### src/hw/pulser_pkg.sv
`default_nettype none

package pulser_pkg;

    // field width shared by pulse count and half-period
    localparam int CNT_W = 7;

    // opcode in bit 7 of a command byte
    localparam logic OP_COUNT  = 1'b0;
    localparam logic OP_PERIOD = 1'b1;

    // register contents after reset
    localparam logic [CNT_W-1:0] DEFAULT_COUNT = CNT_W'(4);
    localparam logic [CNT_W-1:0] DEFAULT_HALF  = CNT_W'(8);    // clock cycles

    // one command byte, read either as a count or as a period
    typedef union packed {
        struct packed {
            logic             op;
            logic [CNT_W-1:0] count;
        } cnt;
        struct packed {
            logic             op;
            logic [CNT_W-1:0] half;
        } per;
    } cmd_word_u;

endpackage

`default_nettype wire

### src/hw/uart_rx.sv
`timescale 1ns/1ps
`default_nettype none

module uart_rx
#(
    parameter int CLKS_PER_BIT = 13021
)
(
    input  logic       i_clock,
    input  logic       i_rst_n,
    input  logic       i_rx,
    output logic [7:0] o_byte,
    output logic       o_byte_valid
);

    localparam int CW = (CLKS_PER_BIT > 1) ? $clog2(CLKS_PER_BIT) : 1;

    localparam logic [CW-1:0] FULL_TICK = CW'(CLKS_PER_BIT - 1);
    localparam logic [CW-1:0] MID_TICK  = CW'(CLKS_PER_BIT / 2 - 1);

    localparam logic [1:0] S_IDLE  = 2'd0;
    localparam logic [1:0] S_START = 2'd1;
    localparam logic [1:0] S_DATA  = 2'd2;
    localparam logic [1:0] S_STOP  = 2'd3;

    logic          rx_meta;
    logic          rx_sync;
    logic [1:0]    state;
    logic [CW-1:0] tick;
    logic [2:0]    bit_idx;
    logic          shift_en;

    // line idles high, so the synchroniser resets to 1
    always_ff @(posedge i_clock or negedge i_rst_n) begin
        if (!i_rst_n) begin
            rx_meta <= 1'b1;
            rx_sync <= 1'b1;
        end else begin
            rx_meta <= i_rx;
            rx_sync <= rx_meta;
        end
    end

    assign shift_en = (state == S_DATA) && (tick == FULL_TICK);

    always_ff @(posedge i_clock or negedge i_rst_n) begin
        if (!i_rst_n) begin
            state        <= S_IDLE;
            tick         <= '0;
            bit_idx      <= '0;
            o_byte_valid <= 1'b0;
        end else begin
            o_byte_valid <= 1'b0;
            case (state)
                S_IDLE: begin
                    tick <= '0;
                    if (!rx_sync) state <= S_START;
                end
                S_START: begin
                    if (tick == MID_TICK) begin
                        tick    <= '0;
                        bit_idx <= '0;
                        state   <= rx_sync ? S_IDLE : S_DATA;    // glitch, not a start bit
                    end else begin
                        tick <= tick + 1'b1;
                    end
                end
                S_DATA: begin
                    if (tick == FULL_TICK) begin
                        tick    <= '0;
                        bit_idx <= bit_idx + 1'b1;
                        if (bit_idx == 3'd7) state <= S_STOP;
                    end else begin
                        tick <= tick + 1'b1;
                    end
                end
                default: begin    // stop bit
                    if (tick == FULL_TICK) begin
                        o_byte_valid <= rx_sync;    // framing error drops the byte
                        state        <= S_IDLE;
                    end else begin
                        tick <= tick + 1'b1;
                    end
                end
            endcase
        end
    end

    // lsb first
    always_ff @(posedge i_clock) begin
        if (shift_en) o_byte <= {rx_sync, o_byte[7:1]};
    end

endmodule

`default_nettype wire

### src/hw/cmd_decoder.sv
`timescale 1ns/1ps
`default_nettype none

module cmd_decoder
#(
    parameter int DEAD_CYCLES = 2
)
(
    input  logic                         i_clock,
    input  logic                         i_rst_n,
    input  logic [7:0]                   i_byte,
    input  logic                         i_byte_valid,
    output logic [pulser_pkg::CNT_W-1:0] o_pulse_count,
    output logic [pulser_pkg::CNT_W-1:0] o_half_period
);

    import pulser_pkg::*;

    // a phase must keep at least one driven cycle after dead time
    localparam logic [CNT_W-1:0] DEAD_LIM = CNT_W'(DEAD_CYCLES);

    cmd_word_u cmd;
    logic      count_ok;
    logic      period_ok;

    assign cmd = cmd_word_u'(i_byte);

    assign count_ok  = (cmd.cnt.count != '0);
    assign period_ok = (cmd.per.half > DEAD_LIM);    // also rules out zero

    always_ff @(posedge i_clock or negedge i_rst_n) begin
        if (!i_rst_n) begin
            o_pulse_count <= DEFAULT_COUNT;
            o_half_period <= DEFAULT_HALF;
        end else if (i_byte_valid) begin
            case (cmd.cnt.op)
                OP_COUNT: begin
                    if (count_ok) o_pulse_count <= cmd.cnt.count;
                end
                OP_PERIOD: begin
                    if (period_ok) o_half_period <= cmd.per.half;
                end
            endcase
        end
    end

endmodule

`default_nettype wire

### src/hw/burst_sequencer.sv
`timescale 1ns/1ps
`default_nettype none

module burst_sequencer
(
    input  logic                         i_clock,
    input  logic                         i_rst_n,
    input  logic                         i_sample,
    input  logic                         i_gate,
    input  logic                         i_adc_init_done,
    input  logic [pulser_pkg::CNT_W-1:0] i_pulse_count,
    input  logic [pulser_pkg::CNT_W-1:0] i_half_period,
    output logic                         o_phase_valid,
    output logic                         o_phase_high,
    output logic                         o_phase_start,
    output logic                         o_led_armed
);

    import pulser_pkg::*;

    // bit 0 sample, bit 1 gate, bit 2 adc init done
    logic [2:0]       async_meta;
    logic [2:0]       async_sync;
    logic             sample_d;
    logic             sample_rise;
    logic             qualified;
    logic             trigger;
    logic             phase_end;
    logic [CNT_W-1:0] half_q;
    logic [CNT_W-1:0] pulses_left;
    logic [CNT_W-1:0] cyc_cnt;

    always_ff @(posedge i_clock or negedge i_rst_n) begin
        if (!i_rst_n) begin
            async_meta  <= '0;
            async_sync  <= '0;
            sample_d    <= 1'b0;
            sample_rise <= 1'b0;
            o_led_armed <= 1'b0;
        end else begin
            async_meta  <= {i_adc_init_done, i_gate, i_sample};
            async_sync  <= async_meta;
            sample_d    <= async_sync[0];
            sample_rise <= async_sync[0] & ~sample_d;    // registered edge
            o_led_armed <= qualified;
        end
    end

    assign qualified = async_sync[1] & async_sync[2];
    assign trigger   = sample_rise & qualified & ~o_phase_valid;    // busy drops it
    assign phase_end = (cyc_cnt == half_q - 1'b1);

    always_ff @(posedge i_clock) begin
        if (trigger) half_q <= i_half_period;
    end

    always_ff @(posedge i_clock or negedge i_rst_n) begin
        if (!i_rst_n) begin
            o_phase_valid <= 1'b0;
            o_phase_high  <= 1'b0;
            o_phase_start <= 1'b0;
            pulses_left   <= '0;
            cyc_cnt       <= '0;
        end else begin
            o_phase_start <= 1'b0;
            if (trigger) begin
                o_phase_valid <= 1'b1;
                o_phase_high  <= 1'b1;
                o_phase_start <= 1'b1;
                pulses_left   <= i_pulse_count;
                cyc_cnt       <= '0;
            end else if (o_phase_valid) begin
                if (phase_end) begin
                    cyc_cnt <= '0;
                    if (o_phase_high) begin
                        o_phase_high  <= 1'b0;
                        o_phase_start <= 1'b1;
                    end else if (pulses_left == CNT_W'(1)) begin
                        o_phase_valid <= 1'b0;    // last low phase done
                    end else begin
                        pulses_left   <= pulses_left - 1'b1;
                        o_phase_high  <= 1'b1;
                        o_phase_start <= 1'b1;
                    end
                end else begin
                    cyc_cnt <= cyc_cnt + 1'b1;
                end
            end
        end
    end

endmodule

`default_nettype wire

### src/hw/pulse_driver.sv
`timescale 1ns/1ps
`default_nettype none

module pulse_driver
#(
    parameter int DEAD_CYCLES = 2
)
(
    input  logic i_clock,
    input  logic i_rst_n,
    input  logic i_phase_valid,
    input  logic i_phase_high,
    input  logic i_phase_start,
    output logic o_tx_ch1_h,
    output logic o_tx_ch1_l,
    output logic o_led_fire
);

    // one extra bit so the counter can hold DEAD_CYCLES even when it is 0
    localparam int DW = $clog2(DEAD_CYCLES + 2);

    localparam logic [DW-1:0] DEAD_MAX = DW'(DEAD_CYCLES);

    logic [DW-1:0] dead_cnt;
    logic [DW-1:0] elapsed;
    logic          leg_en;

    // cycles since the current phase began, saturating at DEAD_MAX
    always_ff @(posedge i_clock or negedge i_rst_n) begin
        if (!i_rst_n) begin
            dead_cnt <= '0;
        end else if (i_phase_start) begin
            dead_cnt <= DW'(1);
        end else if (dead_cnt < DEAD_MAX) begin
            dead_cnt <= dead_cnt + 1'b1;
        end
    end

    assign elapsed = i_phase_start ? '0 : dead_cnt;
    assign leg_en  = i_phase_valid & (elapsed >= DEAD_MAX);

    // both legs share leg_en but split on i_phase_high, so never both on
    always_ff @(posedge i_clock or negedge i_rst_n) begin
        if (!i_rst_n) begin
            o_tx_ch1_h <= 1'b0;
            o_tx_ch1_l <= 1'b0;
            o_led_fire <= 1'b0;
        end else begin
            o_tx_ch1_h <= leg_en &  i_phase_high;
            o_tx_ch1_l <= leg_en & ~i_phase_high;
            o_led_fire <= i_phase_valid;
        end
    end

endmodule

`default_nettype wire

### src/hw/pulser_top.sv
`timescale 1ns/1ps
`default_nettype none

module pulser_top
#(
    parameter int CLKS_PER_BIT = 13021,    // 125 MHz at 9600 baud
    parameter int DEAD_CYCLES  = 2
)
(
    input  logic i_clock,
    input  logic i_rst_n,
    input  logic i_rx,
    input  logic i_sample,
    input  logic i_gate,
    input  logic i_adc_init_done,
    output logic o_tx_ch1_h,
    output logic o_tx_ch1_l,
    output logic o_led0_g,    // armed
    output logic o_led1_r     // firing
);

    import pulser_pkg::*;

    logic [7:0]       rx_byte;
    logic             rx_byte_valid;
    logic [CNT_W-1:0] pulse_count;
    logic [CNT_W-1:0] half_period;
    logic             phase_valid;
    logic             phase_high;
    logic             phase_start;

    uart_rx #
    (
        .CLKS_PER_BIT    ( CLKS_PER_BIT    )
    )
    u_uart_rx
    (
        .i_clock         ( i_clock         ),
        .i_rst_n         ( i_rst_n         ),
        .i_rx            ( i_rx            ),
        .o_byte          ( rx_byte         ),
        .o_byte_valid    ( rx_byte_valid   )
    );

    cmd_decoder #
    (
        .DEAD_CYCLES     ( DEAD_CYCLES     )
    )
    u_cmd_decoder
    (
        .i_clock         ( i_clock         ),
        .i_rst_n         ( i_rst_n         ),
        .i_byte          ( rx_byte         ),
        .i_byte_valid    ( rx_byte_valid   ),
        .o_pulse_count   ( pulse_count     ),
        .o_half_period   ( half_period     )
    );

    burst_sequencer
    u_burst_sequencer
    (
        .i_clock         ( i_clock         ),
        .i_rst_n         ( i_rst_n         ),
        .i_sample        ( i_sample        ),
        .i_gate          ( i_gate          ),
        .i_adc_init_done ( i_adc_init_done ),
        .i_pulse_count   ( pulse_count     ),
        .i_half_period   ( half_period     ),
        .o_phase_valid   ( phase_valid     ),
        .o_phase_high    ( phase_high      ),
        .o_phase_start   ( phase_start     ),
        .o_led_armed     ( o_led0_g        )
    );

    pulse_driver #
    (
        .DEAD_CYCLES     ( DEAD_CYCLES     )
    )
    u_pulse_driver
    (
        .i_clock         ( i_clock         ),
        .i_rst_n         ( i_rst_n         ),
        .i_phase_valid   ( phase_valid     ),
        .i_phase_high    ( phase_high      ),
        .i_phase_start   ( phase_start     ),
        .o_tx_ch1_h      ( o_tx_ch1_h      ),
        .o_tx_ch1_l      ( o_tx_ch1_l      ),
        .o_led_fire      ( o_led1_r        )
    );

endmodule

`default_nettype wire

### config.mk
export PLATFORM = sky130hd
export DESIGN_NAME = pulser_top
export DESIGN_NICKNAME = d
export VERILOG_FILES = /design/src/hw/pulser_pkg.sv /design/src/hw/uart_rx.sv /design/src/hw/cmd_decoder.sv /design/src/hw/burst_sequencer.sv /design/src/hw/pulse_driver.sv /design/src/hw/pulser_top.sv
export SDC_FILE = /design/constraint.sdc
export NUM_CORES = 1
export LEC_CHECK = 0
export BUFFER_PORTS_ARGS = -buffer_cell sky130_fd_sc_hd__buf_2
export CORE_MARGIN = 2
export CORE_UTILIZATION = 40
export CTS_CLUSTER_DIAMETER = 50
export DETAILED_ROUTE_END_ITERATION = 12
export PLACE_DENSITY = 0.53
export RECOVER_POWER = 25
export SLEW_MARGIN = 10
export SYNTH_ARGS = -nofsm -noshare
export SYNTH_HDL_FRONTEND = slang
export SYNTH_SLANG_ARGS = --single-unit
### constraint.sdc
create_clock -name i_clock -period 4.88 [get_ports i_clock]
set_input_delay 0.976 -clock i_clock [delete_from_list [all_inputs] [get_ports i_clock]]
set_output_delay 0.976 -clock i_clock [all_outputs]
set_load 0.02 [all_outputs]
==> results by group, run 1 <==
Routing
  – Wire length per cell: between 10 and 15 µm
  – DR DRC count: 0
  – Avg Vias per Cell: between 5 and 6
  – Routed WL: around 6.9 mm
  – 1st-iter DRT viols: 87
  – Number of routed nets with antenna violations: 0
  – TritonRoute pass-1 iters: 4
  – Via count: between 2,000 and 2,500

Synthesis
  – Yosys reg bits: 82
  – Ys Warns: 0
  – Synth area leader: dfrtp_1
  – Syn_nets: 351
  – Cell Area, Synth: 3751 µm²
  – Ys async rst share: 81.71%
  – Post-synth top area share: about 42%
  – Cell with the most instances after synthesis: dfrtp_1
  – Avg Synthesized Cell Area: between 10 and 15 µm²
  – Number of library cell types mapped by synthesis: 48
  – Sequential area share after synthesis: a little under three fifths
  – Ys flop type: dfrtp_1
  – Synth top area cells: dfrtp_1 (42%), edfxtp_1 (12%), ha_1 (4.7%)
  – Syn Inst Count: 331
  – Number of flops mapped to enable cells by yosys: 15
  – Commonest cells post-synth: dfrtp_1 (63), nor2_1 (29), nand2_1 (23)

Min path
  – Hold crit path type: flop to flop
  – Min-delay src: u_burst_sequencer.async_meta[0]$_DFF_PN0_

Global routing
  – Overall Global Routing Usage: between 10% and 20%
  – Initial antenna violation count: 0
  – First-pass GRT wire length: between 10 and 15 mm
  – Global route total overflow: 0
  – Vias in the first global route: between 2,000 and 3,000
  – Largest net degree at the start of global routing: 41

Worst setup path
  – CP Max Fanout: 25
  – Worst Setup EP: u_burst_sequencer.pulses_left[6]$_DFFE_PN0P_
  – Startpoint type of the worst setup path: flop
  – Worst EP arrival: 3290 ps
  – WP data required: ~5200 ps
  – Reg-to-reg endpoint: u_burst_sequencer.pulses_left[6]$_DFFE_PN0P_
  – Reg2Reg Depth: 8
  – Register-to-register setup slack: between 1500 and 2000 ps
  – Worst r2r src: u_burst_sequencer.half_q[0]$_DFFE_PP_
  – Crit path launch: u_burst_sequencer.half_q[0]$_DFFE_PP_
  – CP endpoint kind: flop
  – Critical path class: flop to flop

Timing
  – Setup TNS: 0 ps
  – Slew Viols, Final: 29
  – Worst slew margin: -0.4807%
  – # setup viols final: 0
  – Setup ws final: approximately 1900 ps
  – Final Hold Vio Count: 0
  – Maximum clock frequency: 0.3320 GHz
  – Hold_ws: ~350 ps
  – Worst Clk Skew: about 10 ps
  – Slew @ Worst Pin: about 1500 ps
  – Min cycle time layout: 3012 ps
  – Fin crit share: around three fifths
  – RSZ-0062 raised after global routing: no

Floorplanning
  – CORE AREA: between 9000 and 10,000 µm²
  – Initial core utilization: 40.98%
  – Die area: 10,170 µm²
  – Placement Rows: 35
  – Die Ht: roughly 100 µm
  – Boundary Pins: 10
  – Die width: just over 100 µm

Placement
  – Worst slack at placement: 1867 ps
  – IO Port Bufs: 9
  – Placed wire-length estimate: around 4.7 mm
  – Cell Area, Placed: between 3000 and 4000 µm²
  – GP Congestion: 0.8259

Clock network
  – # H-tree levels: 3
  – Root Buffer: clkbuf_8
  – Clk sinks: between 80 and 90
  – Worst-skew pair later-pin latency: ~350 ps
  – CTS max path bufs: 2
  – CTS Buf Count: 9
  – Hold_buf cts: 0
  – CTS tree: yes
  – Setup Fix Bufs, Post-CTS: 0
  – Worst-path clk slew: about 100 ps
  – Post-CTS sizing: 0

Layout
  – Number of fill cells: 862
  – Final Cell Area: 4110 µm²
  – Ant diodes: 0
  – Layout cells sized above 1: between 10% and 20%
  – Layout area overhead: 9.573%
  – Final nets: 366

Job
  – Max-Cap Viols: 1

Pwr
  – Leak: around 1.7 nW
  – Total design power: roughly 0.0016 W
  – P per Cell Area: between 300 and 400 nW/µm²
  – VDD IR max: roughly 0.16 mV

Outcome
  – Violated checks: capacitance limit, slew limit
  – Status: finished with violations
-- where the power goes --
| part | total [W] | internal [W] | switching, W |
|---|---|---|---|
| clock network | 0.000487 | 0.000202 | 0.000285 |
| registers | 0.000853 | 0.000769 | 0.0000837 |
| logic | 0.000246 | 0.000118 | 0.000128 |
-- area by class of cell --
type                    count  area [µm²]  area share, %
clock inverters             7       68.82          1.674
repair buffers             10       51.30          1.248
well taps                 111       138.9          3.379
flip-flops and latches     82        2132          51.87
clock buffers               9       123.9          3.014
inverters                  16       60.06          1.461
multi-input cells         227        1535          37.35
-- worst min path at each step --
stage	endpoint	slack [ps]	depth (start not counted)
global route	u_burst_sequencer.async_sync[0]$_DFF_PN0_	360	0
global placement	u_burst_sequencer.async_sync[1]$_DFF_PN0_	330	0
detailed placement	u_burst_sequencer.async_sync[0]$_DFF_PN0_	330	0
CTS	u_burst_sequencer.async_sync[0]$_DFF_PN0_	350	0
floorplan	u_burst_sequencer.async_sync[0]$_DFF_PN0_	330	0
finish	u_burst_sequencer.async_sync[0]$_DFF_PN0_	350	0
-- cell usage in the layout (no fill, tap or decap), types with 5 or more instances in the layout --
master    instances
a21oi_1           7
a31oi_1           8
buf_2             8
clkbuf_8          9
dfrtp_1          63
edfxtp_1         15
ha_1             14
inv_1            16
mux2_2           14
nand2_1          23
nand2b_1          5
nand3_1          18
nor2_1           29
o211ai_1          5
o21ai_0          21
or3_1            10
xnor2_1           7
xor2_1            7
-- logic make-up (layout without fill, tap and decap cells) --
logic type,count (synthesis),count (layout),share of synthesized area (%)
mux,16,16,4.736
compound gates,62,62,10.91
fa+ha+maj,14,14,4.670
flops,82,82,56.84
simple gates,121,121,17.34
xor+xnor,14,14,3.269
buf+inv,22,42,2.235
-- sequential cells by signal (all words and copies together) (netlist names), 2 cells and up --
| signal | flops |
|---|---|
| u_uart_rx.bit_idx | 3 |
| u_burst_sequencer.cyc_cnt | 7 |
| u_pulse_driver.dead_cnt | 2 |
| u_burst_sequencer.pulses_left | 7 |
| u_uart_rx.state | 2 |
| u_burst_sequencer.async_sync | 3 |
| u_uart_rx.tick | 14 |
| u_uart_rx.o_byte | 8 |
| u_cmd_decoder.o_pulse_count | 7 |
| u_burst_sequencer.half_q | 7 |
| u_burst_sequencer.async_meta | 3 |
| u_cmd_decoder.o_half_period | 7 |
-- stage by stage --
stage,util [%],instances
finish,44.91,462
global route,44.91,462
CTS,44.92,462
detailed placement,42.82,446
global placement,42.82,446
floorplan,-,331
-- routing by layer --
metal / global-route usage (%) / share of wire [%] / wire [µm]
met1: 19.45 / 49 / 3368
met2: 23.95 / 48 / 3266
met3: 3.606 / 1.7 / 118
met4: 6.639 / 1.7 / 114
met5: 0 / 0 / 0
-- critical path, stage by stage, from the launching register on --
cell and delay (ps):
edfxtp_1 430, inv_1 90, ha_1 180, or3b_2 450
a211o_1 300, a311o_1 300, a21o_1 420, or4b_1 600
a31oi_1 170
(Power assumes the default switching activity.)
==> run 2, diff against run 1 <==
--- a/config.mk
+++ b/config.mk
@@ -5,12 +5,13 @@
 export SDC_FILE = /design/constraint.sdc
 export NUM_CORES = 1
 export LEC_CHECK = 0
+export ABC_AREA = 1
 export BUFFER_PORTS_ARGS = -buffer_cell sky130_fd_sc_hd__buf_2
 export CORE_MARGIN = 2
 export CORE_UTILIZATION = 40
 export CTS_CLUSTER_DIAMETER = 50
 export DETAILED_ROUTE_END_ITERATION = 12
-export PLACE_DENSITY = 0.53
+export PLACE_DENSITY = 0.55
 export RECOVER_POWER = 25
 export SLEW_MARGIN = 10
 export SYNTH_ARGS = -nofsm -noshare
==> constraint.sdc (replaced) <==
create_clock -name i_clock -period 2.5 [get_ports i_clock]
set_input_delay 0.5 -clock i_clock [delete_from_list [all_inputs] [get_ports i_clock]]
set_output_delay 0.5 -clock i_clock [all_outputs]
set_load 0.02 [all_outputs]
==> results by group, run 2 <==
Routing
  – Wire length per cell: approximately 11 µm
  – Number of routed nets with antenna violations: 0
  – Routed WL: about 7.0 mm
  – Avg Vias per Cell: 4.773
  – TritonRoute pass-1 iters: 5
  – 1st-iter DRT viols: around 110
  – DR DRC count: 0
  – Via count: 2,926

Layout
  – Most flop-heavy register: u_uart_rx.tick
  – Final cell count without fillers: about 610
  – Number of fill cells: roughly 970
  – Final nets: 495
  – Fin util: a little under half
  – Biggest regs: u_uart_rx.tick: 14 flops, u_uart_rx.o_byte: 8 flops
  – Most frequent cells in the layout: nand2_1 (109), dfrtp_1 (63), inv_1 (61), nor2_1 (48), nand3_1 (35)
  – Layout cells sized above 1: roughly an eighth
  – Seq. cell area: around 2100 µm²
  – Layout area overhead: 9.997%
  – Leading cell type in the layout, fill and taps excluded: nand2_1
  – Area of the multi-input gates: around 1600 µm²
  – Ant diodes: 0
  – Max reg flops: 14

Synthesis
  – Yosys reg bits: just over 80
  – Synth top area cells: dfrtp_1 (39%), edfxtp_1 (11%), nand2_1 (10%)
  – Syn_nets: 476
  – Number of flops mapped to enable cells by yosys: 15
  – Cell Area, Synth: 4030 µm²
  – Post-Synth XOR/XNOR Area: around 2.4%
  – Mux cell area share after synthesis: 0%
  – Ys flop type: dfrtp_1
  – Largest family of logic cells by synthesized area: simple AND/OR/NAND/NOR gates
  – Commonest cells post-synth: nand2_1 (109), dfrtp_1 (63), inv_1 (61)
  – Post-Synth Adder-Cell Area: under 10%
  – Synth area leader: dfrtp_1
  – Compound-Gate Fraction of Synth Area: between 5 and 6%
  – Avg Synthesized Cell Area: between 8 and 9 µm²
  – Post-synth top area share: between 30% and 40%
  – Syn Inst Count: ~460
  – Sequential area share after synthesis: 52.90%
  – Cell with the most instances after synthesis: nand2_1
  – Ys Warns: 0
  – Number of library cell types mapped by synthesis: 34
  – Ys async rst share: between 80% and 90%
  – Post-Synth Simple-Gate Area: around 28%

Timing
  – Worst slew margin: -6.582%
  – Worst Clk Skew: 8.731 ps
  – Setup TNS: 0 ps
  – Min cycle time layout: between 1500 and 2000 ps
  – RSZ-0062 raised after global routing: no
  – Slew @ Worst Pin: approximately 1600 ps
  – Fin crit share: 79.22%
  – # setup viols final: 0
  – Maximum clock frequency: 0.5049 GHz
  – Final Hold Vio Count: 0
  – Slew Viols, Final: 68

Worst setup path
  – Reg-to-reg endpoint: u_uart_rx.o_byte[0]$_DFFE_PP_
  – Worst EP arrival: between 1500 and 2000 ps
  – Cell chain of the critical path: inv_1 > ha_1 > nand3_1 > nor2_2 > nand4_4 > nor2_1
  – CP Max Fanout: 8
  – WP data required: 2480 ps
  – Top delay family on crit path: simple AND/OR/NAND/NOR gates
  – CP endpoint kind: flop
  – Worst r2r src: u_uart_rx.tick[0]$_DFFE_PN0P_
  – Register-to-register setup slack: 520 ps
  – Crit path buf inv count: 1
  – Slowest CP cell: nor2_1
  – Reg2Reg Depth: 6
  – Slowest Stage Delay on Critical Path: 500 ps
  – Critical path class: flop to flop
  – Startpoint type of the worst setup path: flop

Clock network
  – Clk sinks: slightly above 80
  – CTS Buf Count: 9
  – Root Buffer: clkbuf_8
  – Post-CTS sizing: 0
  – # H-tree levels: 3
  – CTS max path bufs: 2
  – Setup Fix Bufs, Post-CTS: 0
  – Worst-path clk slew: approximately 80 ps
  – CTS tree: yes
  – Hold_buf cts: 0
  – Worst-skew pair later-pin latency: 350 ps

Floorplanning
  – CORE AREA: ~9800 µm²
  – Die width: approximately 100 µm
  – Initial core utilization: slightly above 40%
  – Die area: between 10,000 and 15,000 µm²
  – Placement Rows: 36
  – Die Ht: 104.4 µm
  – Boundary Pins: 10

Pwr
  – Clock power frac: 29.4%
  – Leak: 2.173 nW
  – Internal: around 0.0022 W
  – Reg power frac: about half
  – Total design power: approximately 0.0032 W
  – VDD IR max: 0.2713 mV
  – P per Cell Area: 730.2 nW/µm²
  – Comb power frac: 19.9%
  – Sw frac: a little under a third
  – P_sw: around 0.00099 W

Job
  – Max-Cap Viols: 1

Min path
  – Hold crit path type: input port to flop
  – Hold Path Sink: u_uart_rx.rx_meta$_DFF_PN1_
  – Min-delay src: i_rx
  – Cells on Worst Hold Path: 1

Placement
  – IO Port Bufs: 9
  – Post-placement cell count: approximately 600
  – GP Congestion: ~0.77
  – Placed wire-length estimate: 5.047 mm

Global routing
  – Global route total overflow: 0
  – Initial antenna violation count: 0
  – Largest net degree at the start of global routing: 68
  – Vias in the first global route: 2,850
  – Overall Global Routing Usage: about 14%
  – First-pass GRT wire length: 12.58 mm

Outcome
  – Status: finished with violations
  – Violated checks: capacitance limit, slew limit
[run 2: cell types whose count changed in the layout (fill, tap and decap cells not counted), sizes merged, moves of 11 or more]
cell	before	now
inv	22	68
mux2	14	0
o21ai	21	36
nor2	29	55
or3	11	0
nand3	18	38
nand2	23	119
[run 2: how the worst max path moves through the flow]
stage / from / to / slack [ps] / depth (start not counted)
3_5_place_dp: u_uart_rx.tick[0]$_DFFE_PN0P_ / u_uart_rx.o_byte[2]$_DFFE_PP_ / 470 / 6
6_report: u_uart_rx.tick[0]$_DFFE_PN0P_ / u_uart_rx.o_byte[0]$_DFFE_PP_ / 520 / 6
2_1_floorplan: u_uart_rx.tick[0]$_DFFE_PN0P_ / u_uart_rx.o_byte[0]$_DFFE_PP_ / 710 / 6
5_1_grt: u_uart_rx.tick[0]$_DFFE_PN0P_ / u_uart_rx.o_byte[0]$_DFFE_PP_ / 330 / 6
3_3_place_gp: u_uart_rx.tick[0]$_DFFE_PN0P_ / u_uart_rx.o_byte[0]$_DFFE_PP_ / 570 / 6
4_1_cts: u_uart_rx.tick[0]$_DFFE_PN0P_ / u_uart_rx.o_byte[0]$_DFFE_PP_ / 490 / 6
[run 2: through the flow]
stage,setup WS [ps],hold slack (ps),instance area (µm²)
floorplan,710.0,204.4,4030
global placement,573.8,336.2,4257
detailed placement,465.7,335.8,4257
CTS,491.2,162.4,4448
global route,332.8,215.5,4433
finish,519.5,244.6,4433
[run 2: area by class of cell]
type | count | area share [%]
repair buffers | 12 | 1.468
clock buffers | 10 | 2.879
multi-input cells | 304 | 36.69
well taps | 133 | 3.754
flip-flops and latches | 82 | 48.09
inverters | 66 | 5.673
clock inverters | 6 | 1.439
[run 2: metal layers]
| metal | up-vias | GRT usage [%] | wire length (µm) |
|---|---|---|---|
| met5 | - | 0 | 0 |
| met4 | 0 | 6.178 | 113 |
| met3 | 9 | 2.506 | 155 |
| met2 | 34 | 24.18 | 3421 |
| met1 | 1386 | 17.22 | 3346 |
| li1 | 1497 | - | - |
[run 2: worst reg2reg max path, delay by kind of cell, from the launching register on]
| kind | cells | cell delay (ps) |
|---|---|---|
| AND/OR/NAND/NOR | 4 | 890 |
| flip-flops | 1 | 440 |
| adder cells (fa/ha/maj) | 1 | 170 |
| buffers and inverters | 1 | 120 |
[run 2: cell families (layout without fill, tap and decap cells)]
family	count (synthesis)	after routing
xor+xnor	11	11
compound gates	45	45
flops	82	82
simple gates	234	234
buf+inv	70	94
fa+ha+maj	14	14
[run 2: power by group through the flow]
stage          clock network [W]  registers (W)  logic [W]
6_report                0.000952        0.00164   0.000644
3_3_place_gp                   0        0.00167   0.000640
4_1_cts                 0.000987        0.00165   0.000657
2_1_floorplan                  0        0.00166   0.000503
5_1_grt                  0.00104        0.00167   0.000778
3_5_place_dp                   0        0.00167   0.000654
